===== config.mk =====
export PLATFORM = sky130hd
export DESIGN_NAME = oflow_core
export DESIGN_NICKNAME = d
export VERILOG_FILES = /design/src/verilog/oflow_core_pkg.sv /design/src/verilog/oflow_score_pkg.sv /design/src/verilog/oflow_calc_min.sv /design/src/verilog/oflow_core.sv /design/src/verilog/oflow_feature_mem.sv /design/src/verilog/oflow_match_ctrl.sv /design/src/verilog/oflow_similarity_metric.sv
export SDC_FILE = /design/constraint.sdc
export NUM_CORES = 2
export LEC_CHECK = 0
export ABC_AREA = 1
export BUFFER_PORTS_ARGS = -buffer_cell sky130_fd_sc_hd__buf_2
export CORE_UTILIZATION = 43
export CTS_CLUSTER_SIZE = 14
export DETAILED_ROUTE_END_ITERATION = 16
export PLACE_DENSITY = 0.56
export SLEW_MARGIN = 20
export SYNTH_ARGS = -nofsm -noshare
export SYNTH_HDL_FRONTEND = slang
export SYNTH_SLANG_ARGS = --single-unit

===== constraint.sdc =====
create_clock -name clk -period 5.7 [get_ports clk]
set_clock_uncertainty 0.15 [all_clocks]
set_input_delay 0.285 -clock clk [delete_from_list [all_inputs] [get_ports clk]]
set_output_delay 0.285 -clock clk [all_outputs]
set_load 0.05 [all_outputs]

===== src/verilog/oflow_core_pkg.sv =====
// ---------------------------------------------------------------------------
// feature buffer geometry and stored feature layout
// ---------------------------------------------------------------------------
package oflow_core_pkg;

	// buffer geometry
	localparam int MEM_DEPTH  = 16;       // stored features per frame
	localparam int ADDR_LEN   = 4;        // log2 of MEM_DEPTH
	localparam int PAIR_LEN   = 3;        // one address bit less, two entries per read
	localparam int NUM_PAIRS  = MEM_DEPTH / 2; // pairs walked per search

	// feature layout
	localparam int ID_LEN     = 12;       // feature id
	localparam int FEAT_BYTES = 4;        // descriptor bytes
	localparam int BYTE_LEN   = 8;

	// read pipeline seen by the controller
	// buffer register, lane register, tracker register
	localparam int PIPE_DELAY = 3;

	// descriptor only, byte 0 in the low bits
	typedef struct packed {
		logic [FEAT_BYTES-1:0][BYTE_LEN-1:0] desc;
	} feature_t;                          // 32 bits

	// one buffer slot
	typedef struct packed {
		logic              valid;         // slot holds a live feature
		logic [ID_LEN-1:0] id;
		feature_t          feat;
	} entry_t;                            // 45 bits

endpackage


===== src/verilog/oflow_score_pkg.sv =====
// ---------------------------------------------------------------------------
// similarity scores and match results
// ---------------------------------------------------------------------------
package oflow_score_pkg;

	// sad of four bytes tops out at 4*255 = 1020
	localparam int SCORE_LEN = 10;

	// all ones, above any real sad
	// marks an empty slot or an invalid entry
	localparam logic [SCORE_LEN-1:0] MAX_SCORE = '1;

	// scored candidate from one lane
	typedef struct packed {
		logic [SCORE_LEN-1:0]              score;
		logic [oflow_core_pkg::ID_LEN-1:0] id;
	} cand_t;                             // 22 bits

	// two smallest so far, best <= second
	typedef struct packed {
		cand_t best;
		cand_t second;
	} match_t;                            // 44 bits

	// value of a slot that has seen nothing yet
	localparam cand_t EMPTY_CAND = '{score: MAX_SCORE, id: '0};

endpackage


===== src/verilog/oflow_calc_min.sv =====
`timescale 1ns/1ns

// ---------------------------------------------------------------------------
// two-smallest tracker
// merges two lane candidates per cycle into the held best / second slots
// ---------------------------------------------------------------------------
module oflow_calc_min (
	input  logic                       clk,
	input  logic                       reset_N,

	input  logic                       clear,       // start of a search
	input  logic                       cand_valid,  // both lanes in lockstep
	input  oflow_score_pkg::cand_t     cand_0,      // lane 0, even address
	input  oflow_score_pkg::cand_t     cand_1,      // lane 1, odd address

	output oflow_score_pkg::match_t    match
);

	import oflow_score_pkg::*;

	cand_t  best_reg;                  // smallest so far
	cand_t  second_reg;                // runner up, never below best_reg

	cand_t  pair_lo;                   // smaller of the incoming pair
	cand_t  pair_hi;
	cand_t  best_nxt;
	cand_t  second_nxt;

	// ------------------------------------------------------------------------
	// order the incoming pair
	// ------------------------------------------------------------------------
	// lane 0 holds the lower address so it wins a tie
	always_comb begin
		if (cand_1.score < cand_0.score) begin
			pair_lo = cand_1;
			pair_hi = cand_0;
		end else begin
			pair_lo = cand_0;
			pair_hi = cand_1;
		end
	end

	// ------------------------------------------------------------------------
	// merge two sorted lists, keep the first two
	// ------------------------------------------------------------------------
	// held slots came from earlier pairs
	// only a strictly smaller score moves them
	always_comb begin
		if (pair_lo.score < best_reg.score) begin
			best_nxt = pair_lo;                  // new leader
			if (pair_hi.score < best_reg.score)
				second_nxt = pair_hi;            // both new ones beat the old best
			else
				second_nxt = best_reg;           // old best slides down
		end else begin
			best_nxt = best_reg;                 // leader stays
			if (pair_lo.score < second_reg.score)
				second_nxt = pair_lo;
			else
				second_nxt = second_reg;         // pair_hi can only be worse
		end
	end

	// ------------------------------------------------------------------------
	// slot registers
	// ------------------------------------------------------------------------
	always_ff @(posedge clk or negedge reset_N) begin
		if (!reset_N) begin
			best_reg   <= EMPTY_CAND;
			second_reg <= EMPTY_CAND;
		end else if (clear) begin
			best_reg   <= EMPTY_CAND;          // drop the last search
			second_reg <= EMPTY_CAND;
		end else if (cand_valid) begin
			best_reg   <= best_nxt;
			second_reg <= second_nxt;
		end
	end

	// straight from the registers
	assign match.best   = best_reg;
	assign match.second = second_reg;

endmodule


===== src/verilog/oflow_core.sv =====
`timescale 1ns/1ns

// ---------------------------------------------------------------------------
// feature matching core
// buffer -> two similarity lanes -> two-smallest tracker
// ---------------------------------------------------------------------------
module oflow_core (
	input  logic                                clk,
	input  logic                                reset_N,

	// buffer load
	input  logic                                wr_en,
	input  logic [oflow_core_pkg::ADDR_LEN-1:0] wr_addr,
	input  oflow_core_pkg::entry_t              wr_entry,

	// search
	input  logic                                query_valid,
	input  oflow_core_pkg::feature_t            query_feat,
	output logic                                result_valid,
	output oflow_score_pkg::match_t             result
);

	import oflow_core_pkg::*;
	import oflow_score_pkg::*;

	logic                rd_en;
	logic [PAIR_LEN-1:0] rd_pair;
	entry_t              entry_0;      // address 2k
	entry_t              entry_1;      // address 2k+1
	logic                rd_valid;
	feature_t            query;
	cand_t               cand_0;
	cand_t               cand_1;
	logic [1:0]          lane_valid;   // one bit per lane
	logic                clear;

	oflow_match_ctrl ctrl_i (
		.clk, .reset_N,
		.query_valid, .query_feat, .query,
		.rd_en, .rd_pair,
		.clear, .result_valid
	);

	oflow_feature_mem mem_i (
		.clk, .reset_N,
		.wr_en, .wr_addr, .wr_entry,
		.rd_en, .rd_pair,
		.entry_0, .entry_1, .rd_valid
	);

	// lane 0 scores the even entry
	oflow_similarity_metric lane_0_i (
		.clk, .reset_N,
		.in_valid(rd_valid), .entry(entry_0), .query,
		.cand(cand_0), .cand_valid(lane_valid[0])
	);

	// lane 1 the odd one
	oflow_similarity_metric lane_1_i (
		.clk, .reset_N,
		.in_valid(rd_valid), .entry(entry_1), .query,
		.cand(cand_1), .cand_valid(lane_valid[1])
	);

	// lanes run in lockstep
	oflow_calc_min min_i (
		.clk, .reset_N,
		.clear, .cand_valid(&lane_valid),
		.cand_0, .cand_1,
		.match(result)
	);

endmodule


===== src/verilog/oflow_feature_mem.sv =====
`timescale 1ns/1ns

// ---------------------------------------------------------------------------
// feature buffer
// one write port, one read port returning the entry pair 2k / 2k+1
// ---------------------------------------------------------------------------
module oflow_feature_mem (
	input  logic                                   clk,
	input  logic                                   reset_N,

	// load side
	input  logic                                   wr_en,
	input  logic [oflow_core_pkg::ADDR_LEN-1:0]    wr_addr,
	input  oflow_core_pkg::entry_t                 wr_entry,

	// search side
	input  logic                                   rd_en,
	input  logic [oflow_core_pkg::PAIR_LEN-1:0]    rd_pair,
	output oflow_core_pkg::entry_t                 entry_0,  // even address
	output oflow_core_pkg::entry_t                 entry_1,  // odd address
	output logic                                   rd_valid
);

	import oflow_core_pkg::*;

	entry_t mem [MEM_DEPTH];           // register array

	// storage
	// reset empties every slot so a fresh buffer scores as MAX
	always_ff @(posedge clk or negedge reset_N) begin
		if (!reset_N) begin
			for (int i = 0; i < MEM_DEPTH; i++)
				mem[i] <= '0;           // valid = 0
		end else if (wr_en) begin
			mem[wr_addr] <= wr_entry;  // old value still seen by a read this edge
		end
	end

	// pair read, one cycle
	always_ff @(posedge clk) begin
		if (rd_en) begin
			entry_0 <= mem[{rd_pair, 1'b0}];
			entry_1 <= mem[{rd_pair, 1'b1}];
		end
	end

	// strobe follows the data
	always_ff @(posedge clk or negedge reset_N) begin
		if (!reset_N)
			rd_valid <= 1'b0;
		else
			rd_valid <= rd_en;
	end

endmodule


===== src/verilog/oflow_match_ctrl.sv =====
`timescale 1ns/1ns

// ---------------------------------------------------------------------------
// search controller
// walks the buffer pair by pair and times the result strobe
// ---------------------------------------------------------------------------
module oflow_match_ctrl (
	input  logic                                clk,
	input  logic                                reset_N,

	// query side
	input  logic                                query_valid,
	input  oflow_core_pkg::feature_t            query_feat,
	output oflow_core_pkg::feature_t            query,        // held for the lanes

	// buffer side
	output logic                                rd_en,
	output logic [oflow_core_pkg::PAIR_LEN-1:0] rd_pair,

	// tracker side
	output logic                                clear,
	output logic                                result_valid
);

	import oflow_core_pkg::*;

	typedef enum logic {
		idle_st,
		scan_st
	} state_t;

	state_t              state;
	logic [PAIR_LEN-1:0] pair_cnt;     // next pair to read
	logic [PIPE_DELAY-1:0] drain;      // last pair moving down the pipe
	logic                start;        // query accepted
	logic                last_pair;    // final read this cycle

	// busy until the last pair leaves the lanes
	// the result cycle itself may take a new query
	assign start     = query_valid && (state == idle_st) && (drain[PIPE_DELAY-2:0] == '0);
	assign last_pair = (state == scan_st) && (pair_cnt == PAIR_LEN'(NUM_PAIRS - 1));

	// ------------------------------------------------------------------------
	// state, pair counter, strobes
	// ------------------------------------------------------------------------
	always_ff @(posedge clk or negedge reset_N) begin
		if (!reset_N) begin
			state    <= idle_st;
			pair_cnt <= '0;
			clear    <= 1'b0;
			drain    <= '0;
		end else begin
			clear <= start;                                 // one cycle, ahead of pair 0
			drain <= {drain[PIPE_DELAY-2:0], last_pair};    // buffer, lane, tracker
			case (state)
				idle_st: begin
					if (start) begin
						state    <= scan_st;
						pair_cnt <= '0;
					end
				end
				scan_st: begin
					pair_cnt <= pair_cnt + 1'b1;
					if (last_pair)
						state <= idle_st;
				end
				default: state <= idle_st;
			endcase
		end
	end

	// query payload, taken once per search
	always_ff @(posedge clk) begin
		if (start)
			query <= query_feat;
	end

	assign rd_en        = (state == scan_st);  // cycles 1..8
	assign rd_pair      = pair_cnt;
	assign result_valid = drain[PIPE_DELAY-1]; // tracker has taken the last pair

endmodule


===== src/verilog/oflow_similarity_metric.sv =====
`timescale 1ns/1ns

// ---------------------------------------------------------------------------
// similarity lane
// sum of absolute byte differences between a stored entry and the query
// ---------------------------------------------------------------------------
module oflow_similarity_metric (
	input  logic                       clk,
	input  logic                       reset_N,

	// from the buffer
	input  logic                       in_valid,
	input  oflow_core_pkg::entry_t     entry,
	input  oflow_core_pkg::feature_t   query,   // held by the controller

	// to the tracker
	output oflow_score_pkg::cand_t     cand,
	output logic                       cand_valid
);

	import oflow_core_pkg::*;
	import oflow_score_pkg::*;

	logic [SCORE_LEN-1:0] sad;         // combinational sum

	// |a - b| on one byte
	function automatic logic [BYTE_LEN-1:0] abs_diff(
		input logic [BYTE_LEN-1:0] a,
		input logic [BYTE_LEN-1:0] b
	);
		if (a > b)
			return a - b;
		else
			return b - a;
	endfunction

	// adder tree, folded into a loop
	always_comb begin
		sad = '0;
		for (int i = 0; i < FEAT_BYTES; i++)
			sad = sad + SCORE_LEN'(abs_diff(entry.feat.desc[i], query.desc[i]));
	end

	// ------------------------------------------------------------------------
	// output register
	// ------------------------------------------------------------------------
	always_ff @(posedge clk) begin
		if (in_valid) begin
			cand.id    <= entry.id;
			cand.score <= entry.valid ? sad : MAX_SCORE;  // dead slot never wins
		end
	end

	always_ff @(posedge clk or negedge reset_N) begin
		if (!reset_N)
			cand_valid <= 1'b0;
		else
			cand_valid <= in_valid;    // one stage, same as the score
	end

endmodule


==> metrics.md <==
| Metric | Value |
|---|---|
| CTS tree | `yes` |
| Grt peak-use layer | `met1` |
| CP Launch Type | `flip-flop` |
| Arr. time, crit path | `~5500 ps` |
| CP delay by family, top | `adder cells` |
| H-tree levels | `3` |
| Fillers | `10400` |
| DP HPWL | `approximately 86000 um` |
| Reg2reg end | `lane_0_i.cand[21]$_SDFFCE_PN1P_` |
| CTS buffer count | `106` |
| Die area | `~0.11 sq mm` |
| Global route total overflow | `0` |
| Initial core utilization | `0.437` |
| Post-synthesis net count | `5749` |
| Met2 usage | `0.373` |
| Setup TNS | `0 ps` |
| Routed Antenna Nets | `0` |
| Synth cell count leaders | `1083 x o21ai_0, 1016 x nand2_1, 754 x dfrtp_1` |
| WL/cell | `20.0 um` |
| Post-synth EDFFs | `166` |
| HP Class | `input pin to asynchronous set/reset pin` |
| Final slew viol count | `0` |
| Max-slew headroom | `0.302` |
| Share of the synthesized area in the top cell type | `0.401` |
| Largest net degree at the start of global routing | `~160` |
| Vias in the first global route | `35700` |
| GRT met1 Usage | `0.382` |
| First-pass GRT wire length | `about 220000 um` |
| Asr flop ratio synth | `0.823` |
| Via Count | `37500` |
| CP Capture Type | `flip-flop` |
| Top-count cell post-synth | `o21ai_0` |
| Top area cells in the synthesized netlist | `dfrtp_1 40%, o21ai_0 12%, edfxtp_1 11%` |
| Final period util | `0.921` |
| Cell row count | `120` |
| Total GRT Usage | `0.250` |
| Min cycle time layout | `5250 ps` |
| Slowest cell delay on critical path | `450 ps` |
| Crit path max fanout | `11` |
| Max Cap Viol | `0` |
| Sequential-to-total area share from yosys stat | `0.519` |
| # clock sinks | `940` |
| Worst path slowest cell | `fa_1` |
| Routed WL | `around 140000 um` |
| Clock buffer depth | `3` |
| Synth warn | `0` |
| Cell Area, Synth | `roughly 0.047 sq mm` |
| Status | `complete, no violations` |
| GRT met3 Usage | `0.0340` |
| Critical path class | `flip-flop to flip-flop` |
| # Post-CTS Setup Buffers | `0` |
| DR iter-0 viols | `approximately 3100` |
| Avg Synthesized Cell Area | `8.64 sq um` |
| Share of cells above drive strength 1 | `0.0790` |
| Main synth FF type | `dfrtp_1` |
| Clock slew at reported path FFs | `60 ps` |
| Area leader, netlist | `dfrtp_1` |
| Synth cell types | `46` |
| Worst reg2reg path depth | `26` |
| Initial antenna violation count | `12` |
| R2r startpoint | `mem_i.entry_0[0]$_DFFE_PP_` |
| Clk Latency, worst-skew pair | `around 700 ps` |
| Final hold violation count | `0` |
| Number of synthesized register bits | `940` |
| First-pass DRT Iterations | `7` |
| Core Footprint | `between 0.1 and 0.15 sq mm` |
| Reg-to-reg slack, setup | `about 450 ps` |
| Slew @ Worst Pin | `~1000 ps` |
| Boundary pin count | `between 100 and 150` |
| Die width | `roughly 330 um` |
| Clk root buf | `clkbuf_16` |
| Drt drc | `0` |
| Endpoints failing setup | `0` |
| Fmax | `approximately 190 MHz` |
| CP required | `roughly 6000 ps` |
| RSZ-0062 raised after global routing | `yes` |
| Via-to-Cell Ratio | `around 5.4` |
| Cells after synthesis | `5438` |
| Routability cong. | `between 0.9 and 1` |
| Critical path buffers and inverters | `4` |
| Layout area overhead | `12.8%` |
| PortBufs | `between 100 and 150` |
| Layout Nets | `about 5700` |
| Die height | `roughly 330 um` |
[cell families after synthesis]
kind of cell / share of synthesized area
compound gates: 0.186
xor+xnor: 0.0143
fa+ha+maj: 0.0659
buf+inv: 0.0679
flops: 0.519
mux: 0.00570
simple gates: 0.142
[cell type report]
class | instances | area [sq um] | share of cell area
sequential | 940 | 24400 | 0.460
multi-input combinational | 3667 | 19600 | 0.369
tap | 1403 | 1760 | 0.0331
clock inverter | 46 | 475 | 0.00897
inverter | 459 | 1740 | 0.0328
antenna | 4 | 10.0 | 0.000189
timing repair buffer | 259 | 1960 | 0.0369
clock buffer | 151 | 3120 | 0.0588
[how the worst max path moves through the flow]
| stage | start | end | slack [ps] | cells after the start |
|---|---|---|---|---|
| after floorplan | mem_i.entry_0[0]$_DFFE_PP_ | lane_0_i.cand[21]$_SDFFCE_PN1P_ | 940 | 26 |
| after global placement | ctrl_i.query[3]$_DFFE_PP_ | lane_1_i.cand[21]$_SDFFCE_PN1P_ | 340 | 23 |
| after detailed placement | mem_i.entry_1[0]$_DFFE_PP_ | lane_1_i.cand[20]$_SDFFCE_PN1P_ | 330 | 28 |
| after CTS | ctrl_i.query[3]$_DFFE_PP_ | lane_1_i.cand[21]$_SDFFCE_PN1P_ | 310 | 23 |
| after global routing | mem_i.entry_0[0]$_DFFE_PP_ | lane_0_i.cand[20]$_SDFFCE_PN1P_ | -40 | 29 |
| final | mem_i.entry_0[0]$_DFFE_PP_ | lane_0_i.cand[21]$_SDFFCE_PN1P_ | 450 | 26 |
[sequential cells by signal, indices dropped and copies added (netlist names), 3 cells and up]
name,flops
ctrl_i.query,32
mem_i.mem,720
mem_i.entry_0,45
ctrl_i.drain,3
lane_1_i.cand,22
lane_0_i.cand,22
ctrl_i.rd_pair,3
min_i.match,44
mem_i.entry_1,45
[through the flow]
stage	instance area [sq um]	util	std cells	hold slack, ps	setup WS [ps]
after floorplan	47000	-	5438	-161	941
after global placement	48600	0.452	6649	210	345
after detailed placement	48600	0.452	6649	212	333
after CTS	53000	0.492	6924	100	306
after global routing	53000	0.493	6925	126	-39.1
final	53000	0.493	6929	40.8	448
[routing by layer]
metal | up-vias | part of all wire
met5 | - | 0.00017
met4 | 4 | 0.020
met3 | 153 | 0.055
met2 | 1016 | 0.43
met1 | 18300 | 0.49
li1 | 18100 | -
[worst reg2reg max path: stages (launching register included)]
cell,delay (ps)
edfxtp_1,390
inv_1,80
ha_1,190
inv_1,70
fa_1,410
inv_1,100
o21ai_0,120
nand2_1,80
o311ai_0,140
nand2_2,220
nand2_1,80
o21ai_1,100
xor2_1,210
inv_1,70
ha_1,350
nand2_1,70
o21ai_0,280
xor2_1,220
fa_1,450
ha_1,340
a21oi_1,160
nand2_1,100
a21oi_1,130
o21ai_0,110
and2_1,160
o21ai_0,140
nand3b_1,90
[placed cells by master (no fill, tap or decap), drive strengths merged, types with 63 or more instances in the layout]
cell type and n:
a31oi 90, buf 181, nand2 1021, edfxtp 166
nor2 535, nand3 101, a21oi 233, ha 190
inv 462, o22ai 91, o21ai 1125, dlygate4sd3 78
xor2 63, dfrtp 754, clkbuf 151
[repair_timing]
action,4_1_cts,5_1_grt
hold endpoints to repair,698,0
hold buffers,78,0
endpoints found under the setup margin,0,5
gates resized for setup,0,4
Power is left out: the tool's default activity adds up to more than one toggle a clock period on the data nets, which glitch-free logic cannot reach.
